==> src/verilog/scene_pkg.sv <==
// video stream struct, AXI4-Lite structs, ball config, colours, goal geometry, register map
package scene_pkg;

  // 4 bits per channel, r in the top nibble
  typedef logic [11:0] rgb_t;

  // one pixel step through the video pipeline
  typedef struct packed {
    logic [10:0] hcount;
    logic [10:0] vcount;
    logic        hsync;
    logic        vsync;
    logic        hblnk;
    logic        vblnk;
    rgb_t        rgb;
  } vid_t;

  // host to slave
  typedef struct packed {
    logic        awvalid;
    logic [3:0]  awaddr;
    logic        wvalid;
    logic [31:0] wdata;
    logic        bready;
    logic        arvalid;
    logic [3:0]  araddr;
    logic        rready;
  } axil_req_t;

  // slave to host
  typedef struct packed {
    logic        awready;
    logic        wready;
    logic        bvalid;
    logic [1:0]  bresp;
    logic        arready;
    logic        rvalid;
    logic [31:0] rdata;
    logic [1:0]  rresp;
  } axil_rsp_t;

  typedef struct packed {
    logic [10:0] x;
    logic [10:0] y;
    rgb_t        colour;
    logic        enable;
  } ball_cfg_t;

  // scene palette
  localparam rgb_t BLUE_BG       = 12'h4_A_F;
  localparam rgb_t GREEN_GRASS   = 12'h3_A_3;
  localparam rgb_t WHITE_LINES   = 12'hF_F_F;
  localparam rgb_t WHITE_NET     = 12'hE_E_E;
  localparam rgb_t GREY_GOALPOST = 12'hC_C_C;

  // goal seen from the keeper, in pixels
  localparam logic [10:0] GK_POST_OUTER_EDGE      = 11'd150;
  localparam logic [10:0] GK_POST_INNER_EDGE      = 11'd162;
  localparam logic [10:0] GK_POST_TOP_EDGE        = 11'd200;
  localparam logic [10:0] GK_CROSSBAR_BOTTOM_EDGE = 11'd212;
  localparam logic [10:0] GK_POST_BOTTOM_EDGE     = 11'd400;
  localparam logic [10:0] GK_NET_WIDTH            = 11'd20;
  localparam logic [10:0] GK_SIX_YARD_LINE        = 11'd330;
  localparam logic [10:0] GK_GRASS_HEIGHT         = 11'd300;
  localparam logic [10:0] PENALTY_SPOT_Y          = 11'd450;

  // square ball edge
  localparam logic [10:0] BALL_SIZE = 11'd16;

  // register map, byte offsets
  localparam logic [3:0] REG_POS   = 4'h0;
  localparam logic [3:0] REG_COLOR = 4'h4;
  localparam logic [3:0] REG_CTRL  = 4'h8;

  localparam logic [1:0] AXI_RESP_OKAY = 2'b00;

endpackage
==> src/verilog/goal_scene_top.sv <==
// goal_scene_top: register slave beside the timing, background and ball stages
`timescale 1ns/1ns

module goal_scene_top #(
  parameter int H_ACTIVE = 800,
  parameter int H_FP     = 40,
  parameter int H_SYNC   = 128,
  parameter int H_BP     = 88,
  parameter int V_ACTIVE = 600,
  parameter int V_FP     = 1,
  parameter int V_SYNC   = 4,
  parameter int V_BP     = 23
) (
  input  logic                 clk,
  input  logic                 rst,
  input  scene_pkg::axil_req_t axil_req,
  output scene_pkg::axil_rsp_t axil_rsp,
  output scene_pkg::vid_t      vid
);

  import scene_pkg::*;

  vid_t      vid_timing;
  vid_t      vid_bg;
  logic      frame_start;
  ball_cfg_t ball_cfg;

  scene_regs u_scene_regs (
    .clk         (clk),
    .rst         (rst),
    .axil_req    (axil_req),
    .axil_rsp    (axil_rsp),
    .frame_start (frame_start),
    .ball        (ball_cfg)
  );

  vga_timing #(
    .H_ACTIVE (H_ACTIVE),
    .H_FP     (H_FP),
    .H_SYNC   (H_SYNC),
    .H_BP     (H_BP),
    .V_ACTIVE (V_ACTIVE),
    .V_FP     (V_FP),
    .V_SYNC   (V_SYNC),
    .V_BP     (V_BP)
  ) u_vga_timing (
    .clk         (clk),
    .rst         (rst),
    .vid         (vid_timing),
    .frame_start (frame_start)
  );

  draw_goal_bg #(
    .H_ACTIVE (H_ACTIVE)
  ) u_draw_goal_bg (
    .clk     (clk),
    .rst     (rst),
    .vid_in  (vid_timing),
    .vid_out (vid_bg)
  );

  draw_ball u_draw_ball (
    .clk     (clk),
    .rst     (rst),
    .vid_in  (vid_bg),
    .ball    (ball_cfg),
    .vid_out (vid)
  );

endmodule

==> src/verilog/scene_regs.sv <==
// scene_regs: AXI4-Lite slave with ball position, colour and enable, shadowed per frame
`timescale 1ns/1ns

module scene_regs (
  input  logic                 clk,
  input  logic                 rst,
  input  scene_pkg::axil_req_t axil_req,
  output scene_pkg::axil_rsp_t axil_rsp,
  input  logic                 frame_start,
  output scene_pkg::ball_cfg_t ball
);

  import scene_pkg::*;

  ball_cfg_t   live;
  logic        wr_ready;
  logic        bvalid;
  logic        ar_ready;
  logic        rvalid;
  logic [31:0] rdata;
  logic [31:0] rd_word;
  logic        wr_fire;
  logic        rd_fire;

  // AW and W are taken together in one beat
  assign wr_fire = wr_ready && axil_req.awvalid && axil_req.wvalid;
  assign rd_fire = ar_ready && axil_req.arvalid;

  always_ff @(posedge clk) begin
    if (rst) begin
      wr_ready <= 1'b0;
      bvalid   <= 1'b0;
    end else begin
      // one-cycle ready pulse, held off while a response is pending
      wr_ready <= axil_req.awvalid && axil_req.wvalid && !bvalid && !wr_ready;
      if (wr_fire) begin
        bvalid <= 1'b1;
      end else if (bvalid && axil_req.bready) begin
        bvalid <= 1'b0;
      end
    end
  end

  // live registers, strobes not supported
  always_ff @(posedge clk) begin
    if (rst) begin
      live <= '0;
    end else if (wr_fire) begin
      case (axil_req.awaddr)
        REG_POS: begin
          live.x <= axil_req.wdata[10:0];
          live.y <= axil_req.wdata[26:16];
        end
        REG_COLOR: live.colour <= axil_req.wdata[11:0];
        REG_CTRL:  live.enable <= axil_req.wdata[0];
        default: ;
      endcase
    end
  end

  // read mux on live values
  always_comb begin
    case (axil_req.araddr)
      REG_POS:   rd_word = {5'b0, live.y, 5'b0, live.x};
      REG_COLOR: rd_word = {20'b0, live.colour};
      REG_CTRL:  rd_word = {31'b0, live.enable};
      default:   rd_word = '0;
    endcase
  end

  always_ff @(posedge clk) begin
    if (rst) begin
      ar_ready <= 1'b0;
      rvalid   <= 1'b0;
    end else begin
      ar_ready <= axil_req.arvalid && !rvalid && !ar_ready;
      if (rd_fire) begin
        rvalid <= 1'b1;
      end else if (rvalid && axil_req.rready) begin
        rvalid <= 1'b0;
      end
    end
  end

  always_ff @(posedge clk) begin
    if (rd_fire) begin
      rdata <= rd_word;
    end
  end

  // shadow copy, picked up by the video path from pixel (0,0) on
  always_ff @(posedge clk) begin
    if (rst) begin
      ball <= '0;
    end else if (frame_start) begin
      ball <= live;
    end
  end

  always_comb begin
    axil_rsp.awready = wr_ready;
    axil_rsp.wready  = wr_ready;
    axil_rsp.bvalid  = bvalid;
    axil_rsp.bresp   = AXI_RESP_OKAY;
    axil_rsp.arready = ar_ready;
    axil_rsp.rvalid  = rvalid;
    axil_rsp.rdata   = rdata;
    axil_rsp.rresp   = AXI_RESP_OKAY;
  end

endmodule

==> src/verilog/draw_ball.sv <==
// draw_ball: square ball overlay and blanking of colour outside the active area
`timescale 1ns/1ns

module draw_ball (
  input  logic                 clk,
  input  logic                 rst,
  input  scene_pkg::vid_t      vid_in,
  input  scene_pkg::ball_cfg_t ball,
  output scene_pkg::vid_t      vid_out
);

  import scene_pkg::*;

  // one extra bit so a ball near the right or bottom edge does not wrap
  logic [11:0] x_end;
  logic [11:0] y_end;
  logic        in_x;
  logic        in_y;
  logic        hit;
  logic        blank;
  rgb_t        rgb_nxt;

  assign x_end = {1'b0, ball.x} + {1'b0, BALL_SIZE};
  assign y_end = {1'b0, ball.y} + {1'b0, BALL_SIZE};

  assign in_x  = (vid_in.hcount >= ball.x) && ({1'b0, vid_in.hcount} < x_end);
  assign in_y  = (vid_in.vcount >= ball.y) && ({1'b0, vid_in.vcount} < y_end);
  assign hit   = ball.enable && in_x && in_y;

  assign blank = vid_in.hblnk || vid_in.vblnk;

  always_comb begin
    if (blank) begin
      rgb_nxt = '0;
    end else if (hit) begin
      rgb_nxt = ball.colour;
    end else begin
      rgb_nxt = vid_in.rgb;
    end
  end

  // coordinates and syncs stay aligned with the colour
  always_ff @(posedge clk) begin
    if (rst) begin
      vid_out <= '0;
    end else begin
      vid_out.hcount <= vid_in.hcount;
      vid_out.vcount <= vid_in.vcount;
      vid_out.hsync  <= vid_in.hsync;
      vid_out.vsync  <= vid_in.vsync;
      vid_out.hblnk  <= vid_in.hblnk;
      vid_out.vblnk  <= vid_in.vblnk;
      vid_out.rgb    <= rgb_nxt;
    end
  end

endmodule

==> src/verilog/draw_goal_bg.sv <==
// draw_goal_bg: goal, net, pitch lines, grass and sky painted from pixel coordinates
`timescale 1ns/1ns

module draw_goal_bg #(
  parameter int H_ACTIVE = 800
) (
  input  logic            clk,
  input  logic            rst,
  input  scene_pkg::vid_t vid_in,
  output scene_pkg::vid_t vid_out
);

  import scene_pkg::*;

  localparam logic [10:0] HOR_PIXELS = 11'(H_ACTIVE);

  // goal frame, right side mirrored about the screen centre
  localparam logic [10:0] POST_RIGHT_EDGE    = HOR_PIXELS - GK_POST_OUTER_EDGE;
  localparam logic [10:0] OPENING_RIGHT_EDGE = HOR_PIXELS - GK_POST_INNER_EDGE;

  // line bands
  localparam logic [10:0] GOAL_LINE_TOP  = GK_POST_BOTTOM_EDGE - 11'd6;
  localparam logic [10:0] SIX_YARD_END   = GK_SIX_YARD_LINE + 11'd3;

  // penalty spot box around the screen centre
  localparam logic [10:0] SPOT_X     = HOR_PIXELS / 11'd2;
  localparam logic [10:0] SPOT_X_MIN = SPOT_X - 11'd10;
  localparam logic [10:0] SPOT_X_MAX = SPOT_X + 11'd10;
  localparam logic [10:0] SPOT_Y_MIN = PENALTY_SPOT_Y - 11'd6;
  localparam logic [10:0] SPOT_Y_MAX = PENALTY_SPOT_Y + 11'd6;

  logic [10:0] hc;
  logic [10:0] vc;
  logic [10:0] net_offset;
  logic        in_goal_box;
  logic        in_opening;
  logic        on_post;
  logic        on_net;
  logic        on_line;
  logic        on_spot;
  rgb_t        rgb_nxt;

  assign hc = vid_in.hcount;
  assign vc = vid_in.vcount;

  // distance from the left post, one strand every GK_NET_WIDTH pixels
  assign net_offset = hc - GK_POST_OUTER_EDGE;

  always_comb begin
    in_goal_box = (hc >= GK_POST_OUTER_EDGE) && (hc < POST_RIGHT_EDGE) &&
                  (vc >= GK_POST_TOP_EDGE) && (vc < GK_POST_BOTTOM_EDGE);
    in_opening  = (hc >= GK_POST_INNER_EDGE) && (hc < OPENING_RIGHT_EDGE) &&
                  (vc >= GK_CROSSBAR_BOTTOM_EDGE) && (vc < GK_POST_BOTTOM_EDGE);
    on_post     = in_goal_box && !in_opening;

    // vertical strands only, above the crossbar
    on_net      = (vc < GK_POST_TOP_EDGE) &&
                  (hc >= GK_POST_OUTER_EDGE) && (hc < POST_RIGHT_EDGE) &&
                  ((net_offset % GK_NET_WIDTH) == '0);

    on_spot     = (hc >= SPOT_X_MIN) && (hc <= SPOT_X_MAX) &&
                  (vc >= SPOT_Y_MIN) && (vc <= SPOT_Y_MAX);
    on_line     = ((vc >= GOAL_LINE_TOP) && (vc < GK_POST_BOTTOM_EDGE)) ||
                  ((vc >= GK_SIX_YARD_LINE) && (vc < SIX_YARD_END)) ||
                  on_spot;
  end

  // first match wins
  always_comb begin
    if (on_post) begin
      rgb_nxt = GREY_GOALPOST;
    end else if (on_net) begin
      rgb_nxt = WHITE_NET;
    end else if (on_line) begin
      rgb_nxt = WHITE_LINES;
    end else if (vc > GK_GRASS_HEIGHT) begin
      rgb_nxt = GREEN_GRASS;
    end else begin
      rgb_nxt = BLUE_BG;
    end
  end

  always_ff @(posedge clk) begin
    if (rst) begin
      vid_out <= '0;
    end else begin
      vid_out     <= vid_in;
      vid_out.rgb <= rgb_nxt;
    end
  end

endmodule

==> src/verilog/vga_timing.sv <==
// vga_timing: raster counters, sync and blanking, frame start pulse
`timescale 1ns/1ns

module vga_timing #(
  parameter int H_ACTIVE = 800,
  parameter int H_FP     = 40,
  parameter int H_SYNC   = 128,
  parameter int H_BP     = 88,
  parameter int V_ACTIVE = 600,
  parameter int V_FP     = 1,
  parameter int V_SYNC   = 4,
  parameter int V_BP     = 23
) (
  input  logic            clk,
  input  logic            rst,
  output scene_pkg::vid_t vid,
  output logic            frame_start
);

  import scene_pkg::*;

  localparam int H_SYNC_START = H_ACTIVE + H_FP;
  localparam int H_SYNC_END   = H_SYNC_START + H_SYNC;
  localparam int H_TOTAL      = H_SYNC_END + H_BP;
  localparam int V_SYNC_START = V_ACTIVE + V_FP;
  localparam int V_SYNC_END   = V_SYNC_START + V_SYNC;
  localparam int V_TOTAL      = V_SYNC_END + V_BP;

  logic [10:0] hc_nxt;
  logic [10:0] vc_nxt;

  // next raster position
  always_comb begin
    hc_nxt = vid.hcount + 11'd1;
    vc_nxt = vid.vcount;
    if (vid.hcount == 11'(H_TOTAL - 1)) begin
      hc_nxt = '0;
      if (vid.vcount == 11'(V_TOTAL - 1)) begin
        vc_nxt = '0;
      end else begin
        vc_nxt = vid.vcount + 11'd1;
      end
    end
  end

  // flags are decoded from the next position so they line up with the counts
  always_ff @(posedge clk) begin
    if (rst) begin
      vid         <= '0;
      frame_start <= 1'b0;
    end else begin
      vid.hcount  <= hc_nxt;
      vid.vcount  <= vc_nxt;
      vid.hblnk   <= (hc_nxt >= 11'(H_ACTIVE));
      vid.vblnk   <= (vc_nxt >= 11'(V_ACTIVE));
      vid.hsync   <= (hc_nxt >= 11'(H_SYNC_START)) && (hc_nxt < 11'(H_SYNC_END));
      vid.vsync   <= (vc_nxt >= 11'(V_SYNC_START)) && (vc_nxt < 11'(V_SYNC_END));
      // colour is added by the drawing stages
      vid.rgb     <= '0;
      frame_start <= (hc_nxt == '0) && (vc_nxt == '0);
    end
  end

endmodule

==> config.mk <==
export PLATFORM = sky130hd
export DESIGN_NAME = goal_scene_top
export DESIGN_NICKNAME = d
export VERILOG_FILES = /design/src/verilog/scene_pkg.sv /design/src/verilog/goal_scene_top.sv /design/src/verilog/scene_regs.sv /design/src/verilog/draw_ball.sv /design/src/verilog/draw_goal_bg.sv /design/src/verilog/vga_timing.sv
export SDC_FILE = /design/constraint.sdc
export NUM_CORES = 1
export LEC_CHECK = 0
export ABC_AREA = 1
export BUFFER_PORTS_ARGS = -buffer_cell sky130_fd_sc_hd__buf_4
export CORE_MARGIN = 5
export CORE_UTILIZATION = 50
export DETAILED_ROUTE_END_ITERATION = 7
export PLACE_DENSITY = 0.71
export SYNTH_ARGS = -nofsm -noshare
export SYNTH_HDL_FRONTEND = slang
export SYNTH_SLANG_ARGS = --single-unit
==> constraint.sdc <==
create_clock -name clk -period 4.9 [get_ports clk]
set_clock_uncertainty 0.2 [all_clocks]
set_input_delay 0.98 -clock clk [delete_from_list [all_inputs] [get_ports clk]]
set_output_delay 0.98 -clock clk [all_outputs]
set_load 0.05 [all_outputs]
* Word level (Yosys, flattened, before mapping)
Cells that the tools add are included.
** Cells by class
- Add/sub/neg operators :: 5
- Div/mod/pow operators :: 1
- Magnitude comparators :: 26
- Eq/ne operators :: 6
- Muxes and demuxes :: 13
- Reduce and logical (&&, ||, !) cells :: 53
** Operators with widths (number)
- 27-bit case mux with 3 select lines :: 1
- 12-bit two-way mux :: 4
- 11-bit by 10-bit >= comparator with 1-bit output (second input constant) :: 4
- 11-bit by 8-bit >= comparator with 1-bit output (second input constant) :: 4
- 11-bit by 9-bit >= comparator with 1-bit output (second input constant) :: 4
- 11-bit by 10-bit less-than comparator with 1-bit output (second input constant) :: 4
- 11-bit two-way mux :: 4
- 11-bit zero test :: 3
- 1-bit logical AND :: 32
- 11-bit by 5-bit adder with 12-bit output (second input constant) :: 2
- 11-bit by 12-bit less-than comparator with 1-bit output :: 2
- 11-bit by 1-bit adder with 11-bit output (second input constant) :: 2
- 11-bit >= comparator :: 2
- 11-bit by 9-bit less-or-equal comparator with 1-bit output (second input constant) :: 2
- 11-bit by 9-bit less-than comparator with 1-bit output (second input constant) :: 2
- 11-bit by 10-bit equality test with 1-bit output (second input constant) :: 1
- 11-bit equality test (second input constant) :: 1
- 11-bit by 9-bit > comparator with 1-bit output (second input constant) :: 1
- 11-bit by 8-bit less-than comparator with 1-bit output (second input constant) :: 1
- 11-bit by 5-bit remainder unit with 11-bit output (second input constant) :: 1
- 11-bit by 8-bit subtractor with 11-bit output (second input constant) :: 1
- 4-bit by 3-bit equality test with 1-bit output (second input constant) :: 2
- 4-bit equality test (second input constant) :: 2
- 4-bit zero test :: 2
- other kinds (7) :: 20
** Storage, ports and cells
- Register bits after elaboration :: 209
- Input bits :: 47
- Logic and storage cells :: 140

* Logic depth before layout (Yosys ltp)
Gate-level depths: netlist of run 1.
- Word-level depth :: 8
- Mapped depth :: 44
- Gate-level depth less buffers :: 43

* By module
A second synthesis of run 1 with hierarchy kept.
** Unflattened totals
- Cell total of the unflattened synthesis :: 1613
- Area, all modules :: 11224.5 µm²
** Modules (own cells, without submodules)
- scene_regs :: instances 1, cells an instance 500, area each 3992.6 µm², sequential area each 2172.1 µm²
- draw_goal_bg :: instances 1, cells an instance 458, area each 2925.3 µm², sequential area each 680.7 µm²
- draw_ball :: instances 1, cells an instance 367, area each 2484.9 µm², sequential area each 760.7 µm²
- vga_timing :: instances 1, cells an instance 288, area each 1821.7 µm², sequential area each 540.5 µm²

* Least setup slack after synthesis of run 1
Ideal clock, no wire load.
- Path type :: flip-flop to flip-flop
- Start point :: register u_vga_timing.vid[28] in the netlist's numbering
- End point :: register u_draw_goal_bg.vid_out[4] in the netlist's numbering
- Setup time :: 111 ps
- Data arrival time :: 3796 ps
- Data required time :: 4589 ps
- Path slack :: 792 ps
- Stages on the path, launching flop included :: 32
- Path buffers :: 0
- Period minus slack after synthesis :: 4108 ps
- Path through :: dfxtp_1 -> ha_1 -> o21ai_2 -> xor2_1 -> nand2_1 -> nor3_2 -> xor2_1 -> nand2_1 -> a21oi_2 -> nand3_2 -> nand3_4 -> nand2_1 -> o21ai_2 -> nand3_2 -> nor2_1 -> a21oi_4 -> nor2_1 -> nand2_2 -> nand2_2 -> nand2_1 -> nand2_1 -> nand2_1 -> nor2_4 -> nand2_2 -> nand2_1 -> nand2_1 -> o21ai_0 -> nand2_1 -> nand2_1 -> nand3_2 -> nand2_2 -> nor2_1
** On the way
- Word-level cells in the longest chain between the ends :: 7
** RTL lines
- start, declared :: RTL line vga_timing.sv:16 : output scene_pkg::vid_t vid,
- branches (longest 7 deep; another with 11-bit by 8-bit subtractor with 11-bit output)
- end signal, assigned :: RTL line draw_goal_bg.sv:87 : vid_out <= vid_in;
- end, declared :: RTL line draw_goal_bg.sv:10 : output scene_pkg::vid_t vid_out
Several ways; the timed one is not identified.
A chain may end at the register's enable or synchronous reset.

* Final worst setup path of run 1
- Start point :: register u_vga_timing.vid[28] in the netlist's numbering
- End point :: register u_draw_goal_bg.vid_out[0] in the netlist's numbering
The elaborated chain is that of the path after synthesis.

==> results of run 1 <==
worst paths after layout:
check	endpoint	slack, ns	cells past startpoint
max	u_draw_goal_bg.vid_out[0]	0.41	38
min	u_draw_ball.vid_out[15]	0.20	2
max reg2reg	u_draw_goal_bg.vid_out[0]	0.41	38
min reg2reg	u_draw_ball.vid_out[15]	0.20	2
cell usage after synthesis (all sizes together) (15+ instances only):
cell / count / area share, %
inv: 181 / 7.0
nand4: 32 / 2.1
clkbuf: 36 / 1.4
ha: 48 / 6.2
edfxtp: 23 / 7.1
nor2: 225 / 8.9
xor2: 15 / 1.4
buf: 24 / 1.7
nand3: 89 / 5.6
o21ai: 96 / 5.1
dfxtp: 173 / 36
nand2: 187 / 8.4
a21oi: 74 / 4.0
nor3: 24 / 1.3
nor4: 15 / 0.96
per-stage QoR:
| stage | cell area, µm² | utilization [%] | total power [mW] | TNS, ns |
|---|---|---|---|---|
| CTS | 11300 | 58.2 | 3.29 | 0 |
| detailed placement | 10700 | 55.2 | 1.95 | 0 |
| finish | 11400 | 58.9 | 3.26 | 0 |
| global route | 11400 | 58.9 | 3.40 | -0.00610 |
| global placement | 10700 | 55.2 | 1.95 | 0 |
| floorplan | 9780 | - | 1.88 | 0 |
placed cells by master, fill, tap and decap left out, types with 18 or more instances in the layout:
master / count
sky130_fd_sc_hd__clkbuf_16: 18
sky130_fd_sc_hd__nor3_1: 23
sky130_fd_sc_hd__edfxtp_1: 23
sky130_fd_sc_hd__a21oi_1: 71
sky130_fd_sc_hd__nand2_1: 148
sky130_fd_sc_hd__dfxtp_1: 166
sky130_fd_sc_hd__ha_1: 47
sky130_fd_sc_hd__inv_1: 167
sky130_fd_sc_hd__nor2_1: 219
sky130_fd_sc_hd__nand2_2: 30
sky130_fd_sc_hd__o21ai_0: 90
sky130_fd_sc_hd__nand4_1: 32
sky130_fd_sc_hd__nand3_1: 73
sky130_fd_sc_hd__buf_4: 119
flip-flops by register name, summed over array words and instances (netlist names):
signal and cells:
u_scene_regs.rvalid 1, u_vga_timing.frame_start 1, u_scene_regs.wr_ready 1, u_scene_regs.live 35
u_draw_ball.vid_out 38, u_scene_regs.rdata 23, u_draw_goal_bg.vid_out 34, u_scene_regs.ar_ready 1
u_scene_regs.bvalid 1, u_vga_timing.vid 26, u_scene_regs.ball 35
worst max-delay path: cells and delay by family (launching register included):
family | cells | cell delay, ns
buffers and inverters | 4 | 0.33
AND/OR/NAND/NOR | 34 | 3.50
flip-flops | 1 | 0.36
layout make-up:
class / instances / share of cell area, %
multi-input cells: 859 / 41.5
flip-flops and latches: 196 / 36.6
repair buffers: 119 / 7.84
inverters: 182 / 6.04
clock buffers: 20 / 4.11
well taps: 265 / 2.91
clock inverters: 12 / 0.988
per-layer routing:
| layer | up-vias | share of wire [%] | track usage (%) | wire [µm] |
|---|---|---|---|---|
| met5 | - | 0 | 0 | 0 |
| met4 | 0 | 1.4 | 5.22 | 334 |
| met3 | 20 | 5.4 | 3.30 | 1260 |
| met2 | 206 | 47 | 33.7 | 10900 |
| met1 | 3907 | 46 | 28.5 | 10600 |
| li1 | 4329 | - | - | - |
where the power goes:
part | leakage [nW] | switching (mW) | total [mW] | internal [mW]
clock | 0.282 | 0.633 | 1.35 | 0.714
combinational | 3.27 | 0.176 | 0.258 | 0.0823
sequential | 1.64 | 0.0150 | 1.66 | 1.64
total | 5.19 | 0.824 | 3.26 | 2.44
timing repair:
action,in CTS,in global routing
gates resized for setup,0,31
buffers inserted,0,3
endpoints found under the setup margin,0,5
logic make-up (layout without fill, tap and decap cells):
group,Yosys count,count (layout)
AND/OR/NAND/NOR,576,576
buffers and inverters,242,333
AO/OA/AOI/OAI,201,201
flip-flops,196,196
adder cells (fa/ha/maj),48,48
XOR/XNOR,21,21
other,1,13
==> out/qor.tcl, run 1 <==
set qor(run_status) {finished, final reports clean}
set qor(route.detailed.wl_per_inst_um) 14.0
set qor(detail_route.wirelength_um) 23100
set qor(worst_setup_hold_path_clk_slew_ns) 0.07
set qor(post_synth_fa_ha_maj_area_fraction_pct) 6.17
set qor(path_common_cell) {sky130_fd_sc_hd__nand2_2}
set qor(largest_family_of_logic_cells_by_synthesized_area) {simple AND/OR/NAND/NOR gates}
set qor(seq_area_frac_synth_pct) 42.7
set qor(core-area_um2) 19300
set qor(cts_hold_repair.buffers) 0
set qor(synth_enable_flop_cells) 23
set qor(h_tree_level_count) 4
set qor(vias) 8462
set qor(design.die.area_um2) 22400
set qor(ios) 126
set qor(grt.total_usage_pct) 20.6
set qor(required_time_reported_for_the_critical_path_endpoint_ns) 5.02
set qor(number_of_antenna_cells_inserted) 0
set qor(floorplan.initialDensity_pct) 50.3
set qor(avgViaCountPerCell) 5.12
set qor(complex_gate_fraction_of_the_synthesized_area_pct) 11.5
set qor(cts_root_buffer) {sky130_fd_sc_hd__clkbuf_16}
set qor(multi_input_comb_area_um2) 4730
set qor(place_inst) 1618
set qor(synthesis.area_um2) 9730
set qor(drive_gt1_share_pct) 17.4
set qor(critical_path.endpoint_type) {register}
set qor(number_of_unique_standard_cell_types_used_by_synthesis) 51
set qor(fmaxAchievable_mhz) 223
set qor(floorplan.rows) 51
set qor(worst-slew-pin-transition_ns) 0.966
set qor(timing.critical_path.from_type) {register}
set qor(vias_in_the_first_global_route) 7747
set qor(postSynth.topFlopCell) {sky130_fd_sc_hd__dfxtp_1}
set qor(fraction_of_synthesized_area_in_multiplexers_pct) 0
set qor(critical-path-slowest-cell) {sky130_fd_sc_hd__dfxtp_2}
set qor(synthSimpleGateAreaFrac_pct) 27.5
set qor(finalSetupViolations) 0
set qor(detailed_place_hpwl_um) 17300
set qor(ys_async_sr_fraction_pct) 0
set qor(drtAntennaViolNets) 0
set qor(slew_headroom_pct) 35.5
set qor(worst-setup-path-type) {reg -> reg}
set qor(sequential_cell_area_um2) 4170
set qor(dr.pass1.iters) 5
set qor(placement.io_buffers) 103
set qor(syn2layout_area_growth_pct) 17.0
set qor(timing.rr.start) {u_vga_timing.vid[28]}
set qor(pre_cts_slack_ns) 0.207
set qor(postSynthAreaPerCell_um2) 7.58
set qor(clk-insertion-delay-late_ns) 0.43
set qor(synthesis.yosys.warnings) 0
set qor(hold_path_class) {reg -> reg}
set qor(die_width_um) 150
set qor(grt_max_degree) 83
set qor(first_pass_grt_wire_length_um) 37700
set qor(fin_ws_ns) 0.413
set qor(antenna_found_initial) 0
set qor(cts_buffer_depth) 2
set qor(synthCells) 1285
set qor(slew_viol_final) 0
set qor(critical_path.max_stage_delay_ns) 0.36
set qor(number_of_nets_in_the_final_layout) 1470
set qor(static-leakage-power_nw) 5.19
set qor(remaining_drc_errors) 0
set qor(post_synth_xor_area_fraction_pct) 1.97
set qor(tritoncts) {built}
set qor(timing.critical_path.arrival_ns) 4.61
set qor(cts_made_buffers) 17
set qor(synth_seq_cells) 196
set qor(hold_violations) 0
set qor(die_height_um) 150
set qor(crit_startpoint) {u_vga_timing.vid[28]}
set qor(n_fill_cell) 1836
set qor(vdd_drop_max_mv) 0.262
set qor(power_per_cell_area_nw_per_um2) 287
set qor(timing.hold.ws_ns) 0.204
set qor(maxCapViolCount) 0
set qor(drt-initial-drc-count) 552
set qor(post_route_non_filler_standard_cell_count) 1653
set qor(fin_crit_ns) 4.49
set qor(cts_sinks) 196
set qor(timing.critical_path.fanout_max) 7
set qor(origin_of_the_worst_min_delay_path) {u_draw_goal_bg.vid_out[15]}
set qor(final.period_utilization_pct) 91.6
set qor(gp_congestion) 0.935
set qor(global_route.overflow_total) 0
(Power assumes the default switching activity.)
==> run 2: changes to the inputs <==
Settings changed: CELL_PAD_IN_SITES_DETAIL_PLACEMENT set to 1, CELL_PAD_IN_SITES_GLOBAL_PLACEMENT set to 1, CORE_UTILIZATION 50 to 43, PLACE_DENSITY 0.71 to not set, PLACE_DENSITY_LB_ADDON set to 0.25.
==> run 2 against run 1 <==
  * Register-to-register slack lost 0.097 ns
  * First-iteration DRC count decreased by 22%
  * Combinational power up 4%
  * Largest cell class unchanged
  * Final area is 1.1% higher
  * Sequential cell count unchanged
  * Final cell count up 1.3%
  * Utilization shrank 7.6 points
  * Worst hold slack gained 0.0051 ns
  * Worst setup slack got worse by 0.097 ns
==> out/qor.tcl, run 2 (synthesized netlist as in run 1, its figures left out) <==
set qor(run_status) {finished, final reports clean}
set qor(power.share.sequential_pct) 49.4 ;# -1.4 points
set qor(slew_viol_final) 0 ;# unchanged
set qor(drive_gt1_share_pct) 18.5 ;# +1.1 points
set qor(crit-reg2reg-capture) {u_draw_goal_bg.vid_out[4]}
set qor(post-route-cell-area_um2) 11500 ;# +1.1%
set qor(timing.critical_path.from_type) {register}
set qor(cell_internal_pwr_mw) 2.47 ;# +1.1%
set qor(finalSetupViolations) 0 ;# unchanged
set qor(critical_path.endpoint_type) {register}
set qor(syn2layout_area_growth_pct) 18.3
set qor(fin_ws_ns) 0.316 ;# -0.0973 ns
set qor(critical-path-slowest-cell) {sky130_fd_sc_hd__dfxtp_2}
set qor(detail_route.wirelength_um) 27500 ;# +19%
set qor(grt.total_usage_pct) 20.7 ;# +0.18 points
set qor(required_time_reported_for_the_critical_path_endpoint_ns) 5.03 ;# about the same
set qor(maxCapViolCount) 0 ;# unchanged
set qor(crit_startpoint) {u_vga_timing.vid[28]}
set qor(placement.cell_area_um2) 10700 ;# +0.24%
set qor(number_of_nets_in_the_final_layout) 1472 ;# +0.14%
set qor(fmaxAchievable_mhz) 218 ;# -2.1%
set qor(layout.cells.most_common_list) {216 x sky130_fd_sc_hd__nor2_1, 166 x sky130_fd_sc_hd__inv_1, 166 x sky130_fd_sc_hd__dfxtp_1, 141 x sky130_fd_sc_hd__nand2_1, 120 x sky130_fd_sc_hd__buf_4}
set qor(n_fill_cell) 2800 ;# +53%
set qor(path_common_cell) {sky130_fd_sc_hd__nand2_2}
set qor(regMostFlops) {u_draw_ball.vid_out}
set qor(worst-slew-pin-transition_ns) 1.02 ;# +0.0569 ns
set qor(cts_root_buffer) {sky130_fd_sc_hd__clkbuf_16}
set qor(layout_commonest_cell) {sky130_fd_sc_hd__nor2_1}
set qor(clk-insertion-delay-late_ns) 0.44 ;# about the same
set qor(detailed_place_hpwl_um) 20400 ;# +18%
set qor(timing.critical_path.fanout_max) 7 ;# unchanged
set qor(critical_path.max_stage_delay_ns) 0.37 ;# about the same
set qor(vias_in_the_first_global_route) 8856 ;# +14%
set qor(tritoncts) {built}
set qor(die_height_um) 160 ;# +7.3%
set qor(timing.rr.start) {u_vga_timing.vid[28]}
set qor(power.combinational.fraction_pct) 8.0 ;# about the same
set qor(first_pass_grt_wire_length_um) 43900 ;# +17%
set qor(hold_path_class) {reg -> reg}
set qor(dr.pass1.iters) 5 ;# unchanged
set qor(cts_buffer_depth) 2 ;# unchanged
set qor(place_inst) 1638 ;# +1.2%
set qor(ios) 126 ;# unchanged
set qor(vdd_drop_max_mv) 0.208 ;# -20%
set qor(floorplan.initialDensity_pct) 43.4 ;# -7.0 points
set qor(grt_max_degree) 83 ;# unchanged
set qor(route.detailed.wl_per_inst_um) 16.4 ;# +18%
set qor(drtAntennaViolNets) 0 ;# unchanged
set qor(global_route.overflow_total) 0 ;# unchanged
set qor(power.net_switching_mw) 0.893 ;# +8.3%
set qor(h_tree_level_count) 4 ;# unchanged
set qor(number_of_antenna_cells_inserted) 0 ;# unchanged
set qor(timing.hold.ws_ns) 0.209 ;# +0.00511 ns
set qor(floorplan.rows) 55 ;# +7.8%
set qor(largest_reg_flops) 38 ;# unchanged
set qor(remaining_drc_errors) 0 ;# unchanged
set qor(die_width_um) 160 ;# +7.3%
set qor(hold_violations) 0 ;# unchanged
set qor(cts_made_buffers) 17 ;# unchanged
set qor(p_sw_share_pct) 26.6 ;# +1.3 points
set qor(pre_cts_slack_ns) 0.142 ;# -0.0643 ns
set qor(post_route_non_filler_standard_cell_count) 1675 ;# +1.3%
set qor(avgViaCountPerCell) 5.23 ;# +2.3%
set qor(r2r.worst_path.cells) 40 ;# +5.3%
set qor(final_core_util_pct) 51.3 ;# -7.6 points
set qor(fin_crit_ns) 4.58 ;# +0.0973 ns
set qor(worst-setup-path-type) {reg -> reg}
set qor(timing.critical_path.arrival_ns) 4.71 ;# +0.10 ns
set qor(reg2reg_setup_slack_ns) 0.32 ;# -0.10 ns
set qor(gp_congestion) 0.875 ;# -6.4%
set qor(origin_of_the_worst_min_delay_path) {u_draw_goal_bg.vid_out[15]}
set qor(drt-initial-drc-count) 428 ;# -22%
set qor(placement.io_buffers) 103 ;# unchanged
set qor(power_frac_clock_pct) 42.6 ;# +1.3 points
set qor(power_per_cell_area_nw_per_um2) 292 ;# +1.9%
set qor(crit_end) {u_draw_goal_bg.vid_out[4]}
set qor(cts_hold_repair.buffers) 0 ;# unchanged
set qor(final.period_utilization_pct) 93.6 ;# +2.0 points
set qor(largest_registers) {u_draw_ball.vid_out (38), u_scene_regs.ball (35), u_scene_regs.live (35)}
set qor(design.die.area_um2) 25700 ;# +15%
set qor(antenna_found_initial) 0 ;# unchanged
set qor(vias) 8768 ;# +3.6%
set qor(core-area_um2) 22400 ;# +16%
set qor(worst_setup_hold_path_clk_slew_ns) 0.08 ;# about the same
set qor(static-leakage-power_nw) 5.23 ;# +0.75%
set qor(slew_headroom_pct) 31.7 ;# -3.8 points
set qor(cts_sinks) 196 ;# unchanged
-- run 2: cell types whose count changed in the layout (fill, tap and decap cells not counted), sizes merged --
cell	change
inv	+3
buf	+2
clkbuf	-2
clkinvlp	-2
bufinv	+1
-- run 2: power groups by stage --
| stage | clock network (mW) | registers [mW] | logic (mW) |
|---|---|---|---|
| after CTS | 1.45 | 1.66 | 0.265 |
| final | 1.43 | 1.66 | 0.269 |
| after global routing | 1.53 | 1.66 | 0.296 |
| after detailed placement | 0 | 1.70 | 0.262 |
| after global placement | 0 | 1.70 | 0.255 |
| after floorplan | 0 | 1.72 | 0.160 |
-- run 2: critical path, delay by kind of cell, from the launching register on --
family | cells | cell delay [ns]
buffers and inverters | 3 | 0.27
AND/OR/NAND/NOR | 36 | 3.38
flip-flops | 1 | 0.37
AO/OA/AOI/OAI | 1 | 0.23
-- run 2: how the worst min path moves through the flow --
stage,endpoint,depth (start not counted)
3_3_place_gp,u_draw_goal_bg.vid_out[14],2
2_1_floorplan,u_draw_ball.vid_out[14],2
3_5_place_dp,u_draw_goal_bg.vid_out[13],2
5_1_grt,u_draw_goal_bg.vid_out[14],2
4_1_cts,u_draw_goal_bg.vid_out[13],2
6_report,u_draw_ball.vid_out[15],2
-- run 2: repair_timing --
item	4_1_cts	5_1_grt
endpoints found under the setup margin	0	5
endpoints found under the hold margin	0	0
setup buffers	0	5
resized for setup	0	46
-- run 2: cell type report --
class	instances	area [µm²]	area share (%)
multi-input combinational	859	4790	41.6
sequential	196	4160	36.2
timing repair buffer	121	912	7.92
inverter	182	686	5.95
clock buffer	18	429	3.73
tap	285	357	3.10
clock inverter	14	181	1.58
-- run 2: layer usage --
metal,vias to the layer above,share of wire [%],global-route usage [%]
met3,26,4.1,3.26
met2,178,51,37.4
li1,4332,-,-
met1,4232,43,26.0
met4,0,1.0,4.85
met5,-,0,0
-- run 2: through the flow --
stage	power (mW)	setup TNS, ns
floorplan	1.88	0
global placement	1.95	0
detailed placement	1.96	0
CTS	3.38	0
global route	3.49	-0.203
finish	3.36	0
